## src/music_pkg.sv

```systemverilog
package music_pkg;

    typedef enum logic [1:0] {
        VOICE_CELLO    = 2'd0,
        VOICE_VIOLIN_1 = 2'd1,
        VOICE_VIOLIN_2 = 2'd2,
        VOICE_VIOLIN_3 = 2'd3
    } voice_e;

    typedef struct packed {
        logic [1:0] dur;
        logic [4:0] pitch;   // 0 is a rest
    } note_code_t;

    typedef logic [5:0] score_idx_t;

    localparam int NUM_VOICES   = 4;
    localparam int NUM_VIOLINS  = 3;
    localparam int COUNT_W      = 24;
    localparam int LOW_COUNT_W  = 10;
    localparam int STEP_W       = 14;
    localparam int BEAT_LSB     = 14;
    localparam int BEAT_W       = 3;
    localparam int CROTCHET_LSB = 17;
    localparam int SCORE_LEN    = 64;

    // Canon offsets and loop points
    localparam score_idx_t VIOLIN_START   = 6'd40;
    localparam score_idx_t VIOLIN_STAGGER = 6'd8;
    localparam score_idx_t FAST_STEP      = 6'd4;
    localparam score_idx_t LOOP_END       = 6'd60;
    localparam score_idx_t LOOP_TARGET    = 6'd8;
    localparam score_idx_t LOOP_SPACING   = 6'd4;
    localparam score_idx_t CELLO_REST_IDX = 6'd56;

    // Entry value is dur * 32 + pitch
    localparam note_code_t VIOLIN_SCORE [SCORE_LEN] = '{
        7'd44,  7'd43,  7'd42,  7'd41,  7'd40,  7'd39,  7'd40,  7'd41,
        7'd108, 7'd106, 7'd107, 7'd105, 7'd104, 7'd103, 7'd104, 7'd105,
        7'd12,  7'd13,  7'd14,  7'd12,  7'd10,  7'd11,  7'd12,  7'd10,
        7'd46,  7'd44,  7'd45,  7'd43,  7'd41,  7'd42,  7'd44,  7'd40,
        7'd9,   7'd10,  7'd11,  7'd12,  7'd13,  7'd14,  7'd15,  7'd16,
        7'd47,  7'd46,  7'd44,  7'd45,  7'd43,  7'd42,  7'd41,  7'd40,
        7'd10,  7'd0,   7'd10,  7'd0,   7'd9,   7'd0,   7'd9,   7'd0,
        7'd108, 7'd104, 7'd103, 7'd105, 7'd76,  7'd72,  7'd32,  7'd96
    };

endpackage

```

## src/audio_pkg.sv

```systemverilog
package audio_pkg;

    // Half-period in units of four clocks, 0 is silent
    typedef logic [10:0] divider_t;

    typedef logic [7:0] sample_t;

    typedef struct packed {
        music_pkg::voice_e voice;
        divider_t          divider;
    } voice_tick_t;

    // Level each voice adds while its square wave is high
    localparam sample_t CELLO_WEIGHT  = 8'd64;
    localparam sample_t VIOLIN_WEIGHT = 8'd48;

    localparam int FRAME_W = 8;   // 256 cycle PWM frame

endpackage

```

## src/beat_counter.sv

```systemverilog
`timescale 1ns/1ps

module beat_counter (
    input  logic                              clk,
    input  logic                              rst_n,
    output logic [music_pkg::COUNT_W-1:0]     count,
    output music_pkg::voice_e                 slot,
    output logic                              step_strobe
);

    always_ff @(posedge clk) begin
        if (!rst_n) begin
            count <= music_pkg::COUNT_W'(1);
        end else begin
            count <= count + 1'b1;
        end
    end

    // One voice slot per clock
    assign slot = music_pkg::voice_e'(count[1:0]);

    // Low step bits equal to a slot number
    assign step_strobe = (count[music_pkg::STEP_W-1:2] == '0);

    // Position must not wrap within a run
    a_count_nonzero: assert property (
        @(posedge clk) disable iff (!rst_n)
        count != '0
    );

endmodule

```

## src/voice_sequencer.sv

```systemverilog
`timescale 1ns/1ps

module voice_sequencer (
    input  logic                                                  clk,
    input  logic                                                  rst_n,
    input  logic [1:0]                                            fast_start,
    input  logic [music_pkg::COUNT_W-1:0]                         count,
    input  music_pkg::voice_e                                     slot,
    input  logic                                                  step_strobe,
    input  logic [1:0]                                            cur_dur,
    output music_pkg::score_idx_t [music_pkg::NUM_VIOLINS-1:0]    violin_idx
);

    typedef enum logic [1:0] {
        SEQ_LOAD,
        SEQ_PLAY,
        SEQ_ADVANCE   // followers still owe their loop jump
    } seq_state_e;

    seq_state_e                                           state;
    logic [2:0]                                           dur_mask;
    logic                                                 beat_free;
    logic [music_pkg::NUM_VIOLINS-1:0]                    step_now;
    logic                                                 jump_lead;
    logic [music_pkg::NUM_VIOLINS-2:0]                    loop_pending;
    logic [music_pkg::NUM_VIOLINS-2:0]                    pending_next;
    music_pkg::score_idx_t [music_pkg::NUM_VIOLINS-1:0]   next_idx;

    always_comb begin
        case (cur_dur)
            2'd0:    dur_mask = 3'b000;
            2'd1:    dur_mask = 3'b001;
            2'd2:    dur_mask = 3'b111;
            default: dur_mask = 3'b011;
        endcase
    end

    assign beat_free = (count[music_pkg::BEAT_LSB +: music_pkg::BEAT_W] & dur_mask) == '0;

    always_comb begin
        for (int n = 0; n < music_pkg::NUM_VIOLINS; n++) begin
            step_now[n] = step_strobe && beat_free &&
                          (slot == music_pkg::voice_e'(2'(n + 1)));
        end
    end

    always_comb begin
        jump_lead = step_now[0] && (violin_idx[0] == music_pkg::LOOP_END);
        for (int n = 0; n < music_pkg::NUM_VIOLINS; n++) begin
            next_idx[n] = violin_idx[n] + 1'b1;
        end
        if (jump_lead) begin
            next_idx[0] = music_pkg::LOOP_TARGET;
        end
        for (int n = 1; n < music_pkg::NUM_VIOLINS; n++) begin
            if (state == SEQ_ADVANCE && loop_pending[n-1]) begin
                next_idx[n] = music_pkg::LOOP_TARGET -
                              music_pkg::LOOP_SPACING * music_pkg::score_idx_t'(n);
            end
        end
        // Each follower clears its flag on its own next step
        pending_next = jump_lead ? '1 : (loop_pending & ~step_now[music_pkg::NUM_VIOLINS-1:1]);
    end

    always_ff @(posedge clk) begin
        if (!rst_n) begin
            state        <= SEQ_LOAD;
            violin_idx   <= '0;
            loop_pending <= '0;
        end else begin
            case (state)
                SEQ_LOAD: begin
                    for (int n = 0; n < music_pkg::NUM_VIOLINS; n++) begin
                        violin_idx[n] <= music_pkg::VIOLIN_START -
                            music_pkg::VIOLIN_STAGGER * music_pkg::score_idx_t'(n + 1) +
                            music_pkg::FAST_STEP * music_pkg::score_idx_t'(fast_start);
                    end
                    state <= SEQ_PLAY;
                end
                default: begin
                    for (int n = 0; n < music_pkg::NUM_VIOLINS; n++) begin
                        if (step_now[n]) begin
                            violin_idx[n] <= next_idx[n];
                        end
                    end
                    loop_pending <= pending_next;
                    state        <= (pending_next != '0) ? SEQ_ADVANCE : SEQ_PLAY;
                end
            endcase
        end
    end

    // Load happens once per reset
    a_no_reload: assert property (
        @(posedge clk) disable iff (!rst_n)
        state != SEQ_LOAD |=> state != SEQ_LOAD
    );

endmodule

```

## src/score_rom.sv

```systemverilog
`timescale 1ns/1ps

module score_rom (
    input  logic [music_pkg::COUNT_W-1:0]                         count,
    input  music_pkg::voice_e                                     slot,
    input  music_pkg::score_idx_t [music_pkg::NUM_VIOLINS-1:0]    violin_idx,
    output logic [1:0]                                            cur_dur,
    output audio_pkg::voice_tick_t                                tick
);

    // Cello bass line, one note per sixteen crotchets
    function automatic audio_pkg::divider_t cello_div(input logic [2:0] idx);
        case (idx)
            3'd0:    cello_div = 11'd949;
            3'd1:    cello_div = 11'd1270;
            3'd2:    cello_div = 11'd1130;
            3'd3:    cello_div = 11'd1512;
            3'd4:    cello_div = 11'd1426;
            3'd5:    cello_div = 11'd1907;
            3'd6:    cello_div = 11'd1426;
            default: cello_div = 11'd1270;
        endcase
    endfunction

    function automatic audio_pkg::divider_t pitch_div(input logic [4:0] pitch);
        case (pitch)
            5'd1:    pitch_div = 11'd568;
            5'd2:    pitch_div = 11'd506;
            5'd3:    pitch_div = 11'd477;
            5'd4:    pitch_div = 11'd425;
            5'd5:    pitch_div = 11'd379;
            5'd6:    pitch_div = 11'd357;
            5'd7:    pitch_div = 11'd318;
            5'd8:    pitch_div = 11'd283;
            5'd9:    pitch_div = 11'd252;
            5'd10:   pitch_div = 11'd238;
            5'd11:   pitch_div = 11'd212;
            5'd12:   pitch_div = 11'd189;
            5'd13:   pitch_div = 11'd178;
            5'd14:   pitch_div = 11'd158;
            5'd15:   pitch_div = 11'd141;
            5'd16:   pitch_div = 11'd125;
            5'd17:   pitch_div = 11'd118;
            default: pitch_div = '0;   // rest or unused
        endcase
    endfunction

    // About 7.5 + 7.5 sin(2 pi x / 16), built from a quarter wave
    function automatic logic [3:0] vibrato_sine(input logic [3:0] phase);
        logic [1:0] quarter;
        logic [2:0] half;
        quarter = phase[2] ? ~phase[1:0] : phase[1:0];
        case (quarter)
            2'd0:    half = 3'd1;
            2'd1:    half = 3'd3;
            2'd2:    half = 3'd6;
            default: half = 3'd7;
        endcase
        vibrato_sine = phase[3] ? {1'b0, 3'd7 - half} : {1'b1, half};
    endfunction

    music_pkg::score_idx_t   cur_idx;
    music_pkg::note_code_t   cur_note;
    audio_pkg::divider_t     cello_pitch;
    logic [3:0]              vibrato;

    always_comb begin
        case (slot)
            music_pkg::VOICE_VIOLIN_2: cur_idx = violin_idx[1];
            music_pkg::VOICE_VIOLIN_3: cur_idx = violin_idx[2];
            default:                   cur_idx = violin_idx[0];
        endcase
    end

    assign cur_note = music_pkg::VIOLIN_SCORE[cur_idx];

    assign vibrato     = vibrato_sine(count[music_pkg::CROTCHET_LSB +: 4]);
    assign cello_pitch = cello_div(count[music_pkg::COUNT_W-1 -: 3]) + {7'd0, vibrato};

    always_comb begin
        tick.voice = slot;
        if (slot == music_pkg::VOICE_CELLO) begin
            cur_dur      = 2'd0;
            // Cello drops out for the closing passage
            tick.divider = (violin_idx[0] >= music_pkg::CELLO_REST_IDX) ? '0 : cello_pitch;
        end else begin
            cur_dur      = cur_note.dur;
            tick.divider = pitch_div(cur_note.pitch);
        end
    end

endmodule

```

## src/tone_mixer.sv

```systemverilog
`timescale 1ns/1ps

module tone_mixer (
    input  logic                             clk,
    input  logic                             rst_n,
    input  logic [music_pkg::COUNT_W-1:0]    count,
    input  audio_pkg::voice_tick_t           tick,
    output audio_pkg::sample_t               level
);

    audio_pkg::divider_t                  phase [music_pkg::NUM_VOICES];
    logic [music_pkg::NUM_VOICES-1:0]     square;
    audio_pkg::divider_t                  phase_next;
    audio_pkg::sample_t                   mix;

    assign phase_next = phase[tick.voice] + 1'b1;

    always_comb begin
        mix = square[0] ? audio_pkg::CELLO_WEIGHT : '0;
        for (int v = 1; v < music_pkg::NUM_VOICES; v++) begin
            if (square[v]) begin
                mix = mix + audio_pkg::VIOLIN_WEIGHT;
            end
        end
    end

    always_ff @(posedge clk) begin
        if (!rst_n) begin
            for (int v = 0; v < music_pkg::NUM_VOICES; v++) begin
                phase[v] <= '0;
            end
            square <= '0;
            level  <= '0;
        end else begin
            // Only the voice owning this slot moves
            if (tick.divider == '0) begin
                phase[tick.voice]  <= '0;
                square[tick.voice] <= 1'b0;
            end else if (phase_next >= tick.divider) begin
                phase[tick.voice]  <= '0;
                square[tick.voice] <= ~square[tick.voice];
            end else begin
                phase[tick.voice] <= phase_next;
            end

            if (count[audio_pkg::FRAME_W-1:0] == '1) begin
                level <= mix;   // held for the whole next frame
            end
        end
    end

endmodule

```

## src/pwm_dac.sv

```systemverilog
`timescale 1ns/1ps

module pwm_dac (
    input  logic                             clk,
    input  logic                             rst_n,
    input  logic [music_pkg::COUNT_W-1:0]    count,
    input  audio_pkg::sample_t               level,
    output logic                             pwm
);

    logic [audio_pkg::FRAME_W-1:0]   frame_pos;
    audio_pkg::sample_t              duty;
    audio_pkg::sample_t              duty_now;

    assign frame_pos = count[audio_pkg::FRAME_W-1:0];

    // Frame start compares against the incoming level
    assign duty_now = (frame_pos == '0) ? level : duty;

    always_ff @(posedge clk) begin
        if (!rst_n) begin
            duty <= '0;
            pwm  <= 1'b0;
        end else begin
            if (frame_pos == '0) begin
                duty <= level;
            end
            pwm <= (frame_pos < duty_now);
        end
    end

endmodule

```

## src/pwm_music.sv

```systemverilog
`timescale 1ns/1ps

module pwm_music (
    input  logic                                                           clk,
    input  logic                                                           rst_n,
    input  logic [1:0]                                                     fast_start,
    output logic                                                           pwm,
    output logic [music_pkg::LOW_COUNT_W-1:0]                              low_count,
    output logic [music_pkg::COUNT_W-music_pkg::CROTCHET_LSB-1:0]          crotchet,
    output audio_pkg::sample_t                                             level
);

    logic [music_pkg::COUNT_W-1:0]                        count;
    music_pkg::voice_e                                    slot;
    logic                                                 step_strobe;
    logic [1:0]                                           cur_dur;
    music_pkg::score_idx_t [music_pkg::NUM_VIOLINS-1:0]   violin_idx;
    audio_pkg::voice_tick_t                               tick;

    beat_counter beat_counter_i (
        .clk         (clk),
        .rst_n       (rst_n),
        .count       (count),
        .slot        (slot),
        .step_strobe (step_strobe)
    );

    voice_sequencer voice_sequencer_i (
        .clk         (clk),
        .rst_n       (rst_n),
        .fast_start  (fast_start),
        .count       (count),
        .slot        (slot),
        .step_strobe (step_strobe),
        .cur_dur     (cur_dur),
        .violin_idx  (violin_idx)
    );

    score_rom score_rom_i (
        .count      (count),
        .slot       (slot),
        .violin_idx (violin_idx),
        .cur_dur    (cur_dur),
        .tick       (tick)
    );

    tone_mixer tone_mixer_i (
        .clk   (clk),
        .rst_n (rst_n),
        .count (count),
        .tick  (tick),
        .level (level)
    );

    pwm_dac pwm_dac_i (
        .clk   (clk),
        .rst_n (rst_n),
        .count (count),
        .level (level),
        .pwm   (pwm)
    );

    assign low_count = count[music_pkg::LOW_COUNT_W-1:0];
    assign crotchet  = count[music_pkg::COUNT_W-1:music_pkg::CROTCHET_LSB];   // display field

endmodule

```

## config.mk

```make
export PLATFORM = sky130hd
export DESIGN_NAME = pwm_music
export DESIGN_NICKNAME = d
export VERILOG_FILES = /design/src/music_pkg.sv /design/src/audio_pkg.sv /design/src/beat_counter.sv /design/src/voice_sequencer.sv /design/src/score_rom.sv /design/src/tone_mixer.sv /design/src/pwm_dac.sv /design/src/pwm_music.sv
export SDC_FILE = /design/constraint.sdc
export NUM_CORES = 1
export LEC_CHECK = 0
export BUFFER_PORTS_ARGS = -buffer_cell sky130_fd_sc_hd__buf_2
export CORE_MARGIN = 2
export CORE_UTILIZATION = 40
export CTS_CLUSTER_SIZE = 10
export DETAILED_ROUTE_END_ITERATION = 10
export PLACE_DENSITY = 0.66
export SYNTH_ARGS = -nofsm -noshare
export SYNTH_HDL_FRONTEND = slang
export SYNTH_SLANG_ARGS = --single-unit
```

## constraint.sdc

```tcl
create_clock -name clk -period 7.5 [get_ports clk]
set_clock_uncertainty 0.15 [all_clocks]
set_input_delay 1.5 -clock clk [delete_from_list [all_inputs] [get_ports clk]]
set_output_delay 1.5 -clock clk [all_outputs]
set_load 0.01 [all_outputs]
```

==> impl_metrics.env, run 1 <==
export IMPL_outcome="complete, no violations"
export IMPL_detailed_place_area_um2=7520
export IMPL_finalPower_uw=1790
export IMPL_insertion_delay_ps=360
export IMPL_synth_top_area_share=0.179
export IMPL_synthDominantAreaCellType="edfxtp_1"
export IMPL_path_type_of_the_worst_setup_path="flop to flop"
export IMPL_final_net_count=845
export IMPL_cts_htree_levels=3
export IMPL_worst_setup_hold_path_clk_slew_ps=80
export IMPL_crit_reg_reg_startpoint="beat_counter_i.count[1]$_SDFF_PN0_"
export IMPL_post_route_util=0.434
export IMPL_worst_ep_required_time_ps=7500
export IMPL_post_cts_buffers=0
export IMPL_worst_case_vdd_ir_drop_mv=0.179
export IMPL_hpwl_um=12000
export IMPL_cap_violations=0
export IMPL_layoutNonFillerInstCount=1026
export IMPL_via_count=5987
export IMPL_timing_rr_end="tone_mixer_i.phase[0][7]$_SDFFCE_PN0P_"
export IMPL_min_delay_start="pwm_dac_i.duty[0]$_SDFF_PN0_"
export IMPL_tightest_slew_ps=1020
export IMPL_slew_headroom=0.319
export IMPL_layout_filler_cells=1805
export IMPL_synth_seq_area_share=0.350
export IMPL_min_delay_worst_endpoint="pwm_dac_i.duty[0]$_SDFF_PN0_"
export IMPL_fmax_mhz=143
export IMPL_finalHoldViolCount=0
export IMPL_synthesis_warnings=0
export IMPL_diodes=0
export IMPL_rr_worst_depth=30
export IMPL_placement_io_buffers=25
export IMPL_end_kind="flop"
export IMPL_dr_pass1_iters=6
export IMPL_cellLeakagePower_uw=0.00298
export IMPL_initial_utilization=0.409
export IMPL_synthTopCellsByArea="edfxtp_1 (18%), dfxtp_1 (17%), ha_1 (8.0%), nor2_1 (4.4%), nor4_1 (4.2%)"
export IMPL_hold_path_depth=2
export IMPL_critical_path_max_stage_delay_ps=550
export IMPL_wl_per_cell_um=16.8
export IMPL_final_wirelength_um=17200
export IMPL_postSynth_topFlopCell="dfxtp_1"
export IMPL_layout_min_cycle_time_ps=6980
export IMPL_design_die_area_um2=19500
export IMPL_floorplan_io_pins=30
export IMPL_finalWeightedCongestion=0.913
export IMPL_worst_endpoint_arrival_ps=6990
export IMPL_max_clock_path_buffers=2
export IMPL_cts_hold_buffers_added=0
export IMPL_place_inst=1010
export IMPL_finalSetupTns_ps=0
export IMPL_synthArstFlopShare=0
export IMPL_drt_drc_violations_left=0
export IMPL_mappedNetlistArea_um2=7380
export IMPL_grt_antenna_before_repair=0
export IMPL_cts_inserted_buffers=9
export IMPL_p_per_area_nw_per_um2=229
export IMPL_cts_sinks=107
export IMPL_worstSetupStartpointType="flop"
export IMPL_ant_nets=0
export IMPL_worst_path_max_fanout=44
export IMPL_grtUsageTotal=0.178
export IMPL_drive_above_1_share=0.125
export IMPL_design_area_um2=7820
export IMPL_grt_pass1_wl_um=28500
export IMPL_final_period_utilization=0.931
export IMPL_post_drt_via_cell_ratio=5.84
export IMPL_worst_path_max_delay_cell="dfxtp_1"
export IMPL_area_growth_syn_to_layout_pct=5.95
export IMPL_die_height_um=140
export IMPL_overflow=0
export IMPL_first_global_vias=5590
export IMPL_hp_class="flop to flop"
export IMPL_syn_area_per_cell_um2=9.12
export IMPL_clk_root_buffer_cell="clkbuf_16"
export IMPL_coreArea_um2=18000
export IMPL_die_w_um=140
export IMPL_synth_seq_cells=107
export IMPL_finalSetupViolations=0
export IMPL_cts_tree="yes"
export IMPL_count_of_routing_violations_after_the_opening_detailed_route_iteration=572
export IMPL_synth_lib_cells_used_distinct=91
export IMPL_pin_count_of_the_biggest_net_entering_global_routing=46
export IMPL_grt_setup_unrepaired="no"
export IMPL_slew_viol_final=0
export IMPL_synth_enable_flop_cells=44
export IMPL_rows=49
export IMPL_postSynthCellCount=809
export IMPL_ff2ff_setup_slack_ps=520
[sequential cells by signal (all words and copies together), names as in the netlist]
| signal | count |
|---|---|
| voice_sequencer_i.loop_pending | 2 |
| voice_sequencer_i.state | 2 |
| beat_counter_i.count | 24 |
| pwm_dac_i.pwm | 1 |
| pwm_dac_i.duty | 8 |
| tone_mixer_i.square | 4 |
| tone_mixer_i.level | 4 |
| voice_sequencer_i.violin_idx | 18 |
| tone_mixer_i.phase | 44 |
[cell usage after synthesis, types with 3 or more instances]
cell / n
a31oi_1: 9
nor2_2: 3
buf_2: 11
and4_1: 3
a22oi_1: 5
o211ai_1: 8
a21oi_1: 33
xor2_1: 21
a311oi_1: 4
nand2_1: 53
nand4_1: 12
a21o_1: 8
o21ai_0: 28
nand3_1: 33
inv_1: 33
o22ai_1: 4
a32oi_1: 3
mux2_2: 3
and3_1: 7
buf_4: 21
or3_1: 7
mux4_2: 12
o21a_1: 12
clkbuf_1: 27
nor2_1: 87
dfxtp_1: 63
or4_1: 3
or2_2: 4
nor3_1: 12
nor4_1: 49
nor2b_1: 4
a211oi_1: 9
o31ai_1: 7
buf_1: 5
nand2b_1: 7
mux2i_1: 13
o32a_1: 3
edfxtp_1: 44
xnor2_1: 18
and2_1: 6
ha_1: 47
o2111ai_1: 3
a22o_1: 3
[per-layer routing]
metal / vias up / track usage / wire (um)
li1: 2972 / - / -
met1: 2812 / 0.251 / 8110
met2: 176 / 0.269 / 7840
met3: 27 / 0.0337 / 829
met4: 0 / 0.0689 / 409
met5: - / 0 / 0
[report_power, final]
group | switching (uW) | leakage, uW | internal (uW)
Clock | 233 | 0.000143 | 233
Sequential | 24.7 | 0.000982 | 648
Combinational | 412 | 0.00186 | 242
Total | 669 | 0.00298 | 1120
[worst max-delay path by stage]
stage	slack, ps	to	startpoint	depth (start not counted)
floorplan	580	tone_mixer_i.phase[0][7]$_SDFFCE_PN0P_	beat_counter_i.count[0]$_SDFF_PN1_	35
global placement	800	tone_mixer_i.phase[1][3]$_SDFFCE_PN0P_	beat_counter_i.count[0]$_SDFF_PN1_	31
detailed placement	550	tone_mixer_i.phase[0][7]$_SDFFCE_PN0P_	beat_counter_i.count[0]$_SDFF_PN1_	31
CTS	530	tone_mixer_i.phase[0][7]$_SDFFCE_PN0P_	beat_counter_i.count[0]$_SDFF_PN1_	31
global route	60	tone_mixer_i.phase[0][7]$_SDFFCE_PN0P_	beat_counter_i.count[1]$_SDFF_PN0_	30
finish	520	tone_mixer_i.phase[0][7]$_SDFFCE_PN0P_	beat_counter_i.count[1]$_SDFF_PN0_	30
[final cells by class]
| cell class | instances | area (um^2) | share of cell area |
|---|---|---|---|
| clock buffers | 9 | 225 | 0.0288 |
| repair buffers | 35 | 200 | 0.0256 |
| clock inverters | 7 | 66.3 | 0.00849 |
| inverters | 35 | 131 | 0.0168 |
| well taps | 229 | 287 | 0.0367 |
| multi-input cells | 604 | 4320 | 0.553 |
| flip-flops and latches | 107 | 2580 | 0.330 |
[kinds of logic after synthesis]
group | after synthesis | synth area share
adder cells (fa/ha/maj) | 50 | 0.0867
AO/OA/AOI/OAI | 175 | 0.176
AND/OR/NAND/NOR | 308 | 0.215
buffers and inverters | 101 | 0.0660
flip-flops | 107 | 0.350
XOR/XNOR | 39 | 0.0463
other | 1 | 0.000508
multiplexers | 28 | 0.0589
[cell usage in the layout (no fill, tap or decap), types with 4 or more instances in the layout]
cell type / netlist / final
nor3_1: 12 / 12
inv_1: 33 / 32
dfxtp_1: 63 / 63
buf_2: 11 / 25
mux2i_1: 13 / 13
nor4_1: 49 / 49
nand2b_1: 7 / 7
clkbuf_16: 0 / 9
o211ai_1: 8 / 8
and2_1: 6 / 6
a21oi_1: 33 / 33
nand4_1: 12 / 12
mux4_2: 12 / 12
o21ai_0: 28 / 28
or2_2: 4 / 4
o21a_1: 12 / 12
a311oi_1: 4 / 4
a211oi_1: 9 / 9
edfxtp_1: 44 / 44
a31oi_1: 9 / 9
nand3_1: 33 / 33
o31ai_1: 7 / 7
a21o_1: 8 / 8
nor2b_1: 4 / 4
ha_1: 47 / 47
buf_4: 21 / 10
or3_1: 7 / 7
conb_1: 1 / 4
nor2_1: 87 / 87
nand2_1: 53 / 53
and3_1: 7 / 7
xor2_1: 21 / 21
a22oi_1: 5 / 5
xnor2_1: 18 / 18
o22ai_1: 4 / 4
[stage by stage]
stage / worst slack, ps / hold WS (ps)
after floorplan: 578 / 270
after global placement: 799 / 282
after detailed placement: 548 / 286
after CTS: 527 / 298
after global routing: 61.4 / 317
final: 515 / 294
[critical path: cells and delay by family, from the launching register on]
kind | cells | cell delay, ps
simple gates | 8 | 1500
fa+ha+maj | 4 | 1120
flops | 1 | 550
compound gates | 13 | 2690
buf+inv | 5 | 750
[timing repair]
action                                  4_1_cts  5_1_grt
gates resized for setup                       0        1
endpoints found under the setup margin        0        4
hold endpoints to repair                      0        0
No activity file was read; power rests on OpenSTA's default activity.
==> run 2: changes to the inputs <==
SYNTH_HIERARCHICAL = 1   (was unset)
==> impl_metrics.env, run 2 <==
export IMPL_hp_class="flop to flop"
export IMPL_dr_max_layer_used="met4"
export IMPL_worst_setup_hold_path_clk_slew_ps=80
export IMPL_cts_sinks=107
export IMPL_layout_cells_most_common_list="nor2_1 (100), dfxtp_1 (61), a21oi_1 (46)"
export IMPL_met2WireLength_um=8080
export IMPL_finalWeightedCongestion=0.825
export IMPL_yosys_area_share_simple=0.228
export IMPL_initial_utilization=0.406
export IMPL_worstSetupStartpointType="flop"
export IMPL_rows=50
export IMPL_post_route_util=0.434
export IMPL_post_drt_via_cell_ratio=5.68
export IMPL_layout_min_cycle_time_ps=6260
export IMPL_postSynthCellCount=816
export IMPL_cellLeakagePower_uw=0.00318
export IMPL_die_w_um=141
export IMPL_wl_per_cell_um=16.4
export IMPL_mappedNetlistArea_um2=7540
export IMPL_largest_registers="tone_mixer_i/phase: 44 flops, beat_counter_i/count: 24 flops, voice_sequencer_i/violin_idx: 18 flops"
export IMPL_outcome="complete, no violations"
export IMPL_yosys_area_share_xor_xnor=0.0498
export IMPL_max_reg_flops=44
export IMPL_cap_violations=0
export IMPL_insertion_delay_ps=370
export IMPL_slew_headroom=0.227
export IMPL_slew_viol_final=0
export IMPL_path_type_of_the_worst_setup_path="flop to flop"
export IMPL_worst_case_vdd_ir_drop_mv=0.124
export IMPL_worst_endpoint_arrival_ps=6310
export IMPL_hpwl_um=12400
export IMPL_fmax_mhz=160
export IMPL_finalHoldViolCount=0
export IMPL_worst_ep_required_time_ps=7550
export IMPL_cts_inserted_buffers=9
export IMPL_finalSetupTns_ps=0
export IMPL_synth_top_area_share=0.175
export IMPL_end_kind="flop"
export IMPL_met1_length_um=8290
export IMPL_synth_fa_ha_area_frac=0.0767
export IMPL_resized_cells_post_cts=0
export IMPL_syn_area_per_cell_um2=9.24
export IMPL_worst_path_max_fanout=23
export IMPL_final_common_cell="nor2_1"
export IMPL_coreArea_um2=18600
export IMPL_synthTopCellsByArea="edfxtp_1 (18%), dfxtp_1 (17%), ha_1 (7.1%), nor2_1 (5.0%), mux2i_1 (4.2%)"
export IMPL_max_clock_path_buffers=2
export IMPL_main_combinational_cell_family_by_area_after_synthesis="simple AND/OR/NAND/NOR gates"
export IMPL_ant_nets=0
export IMPL_finalSetupViolations=0
export IMPL_grt_setup_unrepaired="no"
export IMPL_cts_htree_levels=3
export IMPL_area_growth_syn_to_layout_pct=6.94
export IMPL_synth_compound_gate_area_share=0.159
export IMPL_first_global_vias=5830
export IMPL_cts_hold_buffers_added=0
export IMPL_p_per_area_nw_per_um2=210
export IMPL_floorplan_io_pins=30
export IMPL_dr_pass1_iters=5
export IMPL_grt_pass1_wl_um=29300
export IMPL_final_net_count=869
export IMPL_mux_share_of_post_synthesis_cell_area=0.0866
export IMPL_tightest_slew_ps=1150
export IMPL_synthesis_warnings=6
export IMPL_overflow=0
export IMPL_synthTopCellsByCount="nor2_1 (100), dfxtp_1 (63), a21oi_1 (46)"
export IMPL_met3_length_um=622
export IMPL_diodes=0
export IMPL_via_count=6019
export IMPL_synth_most_common_cell="nor2_1"
export IMPL_post_cts_buffers=0
export IMPL_synth_seq_cells=107
export IMPL_drive_above_1_share=0.122
export IMPL_synthArstFlopShare=0
export IMPL_regMostFlops="tone_mixer_i/phase"
export IMPL_cts_tree="yes"
export IMPL_grt_antenna_before_repair=0
export IMPL_drt_drc_violations_left=0
export IMPL_placement_io_buffers=25
export IMPL_synth_lib_cells_used_distinct=93
export IMPL_clk_root_buffer_cell="clkbuf_16"
export IMPL_synth_enable_flop_cells=44
export IMPL_final_wirelength_um=17400
export IMPL_pin_count_of_the_biggest_net_entering_global_routing=30
export IMPL_grtUsageTotal=0.181
export IMPL_synth_seq_area_share=0.343
export IMPL_design_die_area_um2=20000
export IMPL_synthDominantAreaCellType="edfxtp_1"
export IMPL_final_period_utilization=0.835
export IMPL_postSynth_topFlopCell="dfxtp_1"
export IMPL_die_height_um=141
export IMPL_count_of_routing_violations_after_the_opening_detailed_route_iteration=533
run 2: logic make-up after synthesis:
| group | count (synthesis) |
|---|---|
| xor gates and xnor gates | 42 |
| other | 1 |
| muxes | 48 |
| DFF | 107 |
| AOI/OAI and AO/OA | 174 |
| adders and majority gates | 45 |
| buffers and inverters | 85 |
| and+or+nand+nor | 314 |
run 2: per-stage QoR:
step | hold WS [ps] | instance area [um^2] | setup WS [ps] | cells | total power (uW)
2_1_floorplan | 281 | 7550 | 2090 | 819 | 1100
3_3_place_gp | 293 | 7750 | 1490 | 1043 | 1200
3_5_place_dp | 294 | 7750 | 1300 | 1043 | 1210
4_1_cts | 306 | 8060 | 1260 | 1059 | 1700
5_1_grt | 351 | 8060 | 594 | 1059 | 1800
6_report | 307 | 8060 | 1240 | 1059 | 1700
run 2: layer usage:
layer  vias to the layer above  GRT usage
met1                      2861      0.249
met5                         -          0
met4                         0     0.0668
li1                       2997          -
met3                        24     0.0273
met2                       137      0.290
run 2: power breakdown:
group	switching [uW]	internal [uW]	total, uW
clock network	252	241	492
registers	37.7	651	688
logic	322	193	516
total	612	1080	1700
run 2: worst max-delay path: stages (launching register included):
cell      delay, ps
dfxtp_2         690
mux2i_1         210
a21oi_4         300
inv_1           190
ha_1            270
mux2i_1         180
mux2_2          180
a211o_1         120
a211oi_1         80
a311oi_2        560
inv_1           220
ha_1            280
mux2i_1         150
mux2i_1         110
o21ai_0         250
inv_1            70
ha_1            310
a21oi_1         120
o21ai_0         120
a221oi_1        630
nand4_1         640
nor2_1          260
run 2: cell type report:
class                           instances  area (um^2)
Fill cell                            1787        10500
Multi-Input combinational cell        627         4540
Sequential cell                       107         2580
Tap cell                              234          293
Clock buffer                            9          225
Inverter                               45          169
Timing Repair Buffer                   30          163
Clock inverter                          7         86.3
run 2: path summary, 6_finish.rpt:
path | start | to | slack, ps | cells past startpoint
worst max-delay path | beat_counter_i/count[0]$_SDFF_PN1_ | tone_mixer_i/phase[0][2]$_SDFFCE_PN0P_ | 1240 | 21
worst min-delay path | pwm_dac_i/duty[0]$_SDFF_PN0_ | pwm_dac_i/duty[0]$_SDFF_PN0_ | 310 | 2
worst max register to register | beat_counter_i/count[0]$_SDFF_PN1_ | tone_mixer_i/phase[0][2]$_SDFFCE_PN0P_ | 1240 | 21
worst min register to register | pwm_dac_i/duty[0]$_SDFF_PN0_ | pwm_dac_i/duty[0]$_SDFF_PN0_ | 310 | 2
==> run 3: changes to the inputs <==
clock period = 6.1 ns   (was 7.5 ns; I/O delays follow)
==> impl_metrics.env, run 3 (synthesis gave the netlist of run 2 again) <==
export IMPL_outcome="complete, no violations"
export IMPL_path_type_of_the_worst_setup_path="flop to flop"
export IMPL_fin_worst_hold_slack_ps=308
export IMPL_final_common_cell="nor2_1"
export IMPL_area_growth_syn_to_layout_pct=7.83
export IMPL_power_combinational_fraction=0.312
export IMPL_worstSetupStartpointType="flop"
export IMPL_ff2ff_setup_slack_ps=510
export IMPL_grtUsageTotal=0.178
export IMPL_worst_endpoint_arrival_ps=5640
export IMPL_cts_sinks=107
export IMPL_area_taken_by_multi_input_logic_gates_um2=4550
export IMPL_count_of_routing_violations_after_the_opening_detailed_route_iteration=514
export IMPL_largest_registers="tone_mixer_i/phase: 44 flops, beat_counter_i/count: 24 flops, voice_sequencer_i/violin_idx: 18 flops"
export IMPL_cap_violations=0
export IMPL_drt_drc_violations_left=0
export IMPL_rows=50
export IMPL_worst_path_max_fanout=15
export IMPL_via_count=6100
export IMPL_power_clock_fraction=0.287
export IMPL_insertion_delay_ps=360
export IMPL_max_reg_flops=44
export IMPL_grt_pass1_wl_um=28900
export IMPL_global_route_usage_met3=0.0310
export IMPL_worst_setup_hold_path_clk_slew_ps=80
export IMPL_die_height_um=141
export IMPL_power_switching_uw=729
export IMPL_regMostFlops="tone_mixer_i/phase"
export IMPL_hp_class="flop to flop"
export IMPL_floorplan_io_pins=30
export IMPL_clk_root_buffer_cell="clkbuf_16"
export IMPL_coreArea_um2=18600
export IMPL_dp_slack_ps=121
export IMPL_seq_power_share=0.401
export IMPL_p_per_area_nw_per_um2=258
export IMPL_post_drt_via_cell_ratio=5.71
export IMPL_fmax_mhz=179
export IMPL_finalWeightedCongestion=0.887
export IMPL_hpwl_um=12200
export IMPL_first_global_vias=5709
export IMPL_slew_viol_final=0
export IMPL_register_area_um2=2580
export IMPL_placement_io_buffers=25
export IMPL_tightest_slew_ps=1090
export IMPL_die_w_um=141
export IMPL_power_switching_fraction=0.348
export IMPL_layout_cells_most_common_list="nor2_1 (100), dfxtp_1 (61), a21oi_1 (46)"
export IMPL_overflow=0
export IMPL_finalHoldViolCount=0
export IMPL_cts_inserted_buffers=9
export IMPL_dr_pass1_iters=5
export IMPL_grt_antenna_before_repair=0
export IMPL_max_clock_path_buffers=2
export IMPL_diodes=0
export IMPL_layout_filler_cells=1811
export IMPL_cts_htree_levels=3
export IMPL_wl_per_cell_um=16.0
export IMPL_layout_min_cycle_time_ps=5590
export IMPL_met2_grt_util=0.282
export IMPL_ant_nets=0
export IMPL_worst_ep_required_time_ps=6150
export IMPL_cellLeakagePower_uw=0.00323
export IMPL_drive_above_1_share=0.134
export IMPL_finalPower_uw=2100
export IMPL_pin_count_of_the_biggest_net_entering_global_routing=30
export IMPL_worst_case_vdd_ir_drop_mv=0.148
export IMPL_globalRouteMet1Util=0.247
export IMPL_initial_utilization=0.406
export IMPL_final_critical_path_setup_slack_ps=513
export IMPL_grt_busiest_layer="met2"
export IMPL_end_kind="flop"
export IMPL_final_period_utilization=0.916
export IMPL_final_net_count=878
export IMPL_slew_headroom=0.271
export IMPL_design_die_area_um2=20000
export IMPL_internal_power_uw=1370
export IMPL_cts_tree="yes"
export IMPL_finalSetupViolations=0
export IMPL_final_wirelength_um=17100
[run 3: path summary, 6_finish.rpt]
check | startpoint | endpoint | cells past startpoint
max | beat_counter_i/count[0]$_SDFF_PN1_ | tone_mixer_i/phase[3][1]$_DFFE_PP_ | 19
min | pwm_dac_i/duty[0]$_SDFF_PN0_ | pwm_dac_i/duty[0]$_SDFF_PN0_ | 2
max reg2reg | beat_counter_i/count[0]$_SDFF_PN1_ | tone_mixer_i/phase[3][1]$_DFFE_PP_ | 19
min reg2reg | pwm_dac_i/duty[0]$_SDFF_PN0_ | pwm_dac_i/duty[0]$_SDFF_PN0_ | 2
[run 3: repair_timing]
item	CTS	global route
setup buffers	0	4
resized for setup	0	2
hold buffers	0	0
endpoints found under the setup margin	0	44
endpoints found under the hold margin	0	0
[run 3: per-layer routing]
layer / part of all wire / wire length [um]
met5: 0 / 0
met3: 0.052 / 888
met2: 0.46 / 7940
met1: 0.47 / 8010
met4: 0.017 / 285
[run 3: area by class of cell]
class                           instances  share of cell area
Clock inverter                          6             0.00754
Multi-Input combinational cell        627               0.560
Tap cell                              234              0.0360
Timing Repair Buffer                   39              0.0283
Inverter                               45              0.0208
Clock buffer                           10              0.0294
Sequential cell                       107               0.318
[run 3: power groups by stage]
stage | Combinational (uW) | Clock [uW] | Sequential [uW]
5_1_grt | 732 | 650 | 847
6_report | 655 | 601 | 840
3_3_place_gp | 630 | 0 | 855
3_5_place_dp | 633 | 0 | 855
4_1_cts | 636 | 621 | 840
2_1_floorplan | 508 | 0 | 842
[run 3: worst max-delay path, stage by stage, from the launching register on]
cell	delay [ps]
dfxtp_2	530
mux2i_1	340
a21oi_4	140
inv_1	200
ha_1	290
mux2i_1	120
mux2_2	280
a211o_1	300
a211oi_1	260
a311oi_2	130
ha_1	360
o31a_1	320
o21ai_0	290
inv_1	90
ha_1	340
a21oi_1	130
o21ai_0	140
a221oi_2	510
nand3_2	320
nor2_1	190
[run 3: per-stage QoR]
step | std cells | TNS [ps] | util | instance area (um^2)
floorplan | 819 | 0 | - | 7550
global placement | 1048 | 0 | 0.419 | 7790
detailed placement | 1048 | 0 | 0.419 | 7790
CTS | 1064 | 0 | 0.435 | 8090
global route | 1068 | -42.4 | 0.438 | 8130
finish | 1068 | 0 | 0.438 | 8130
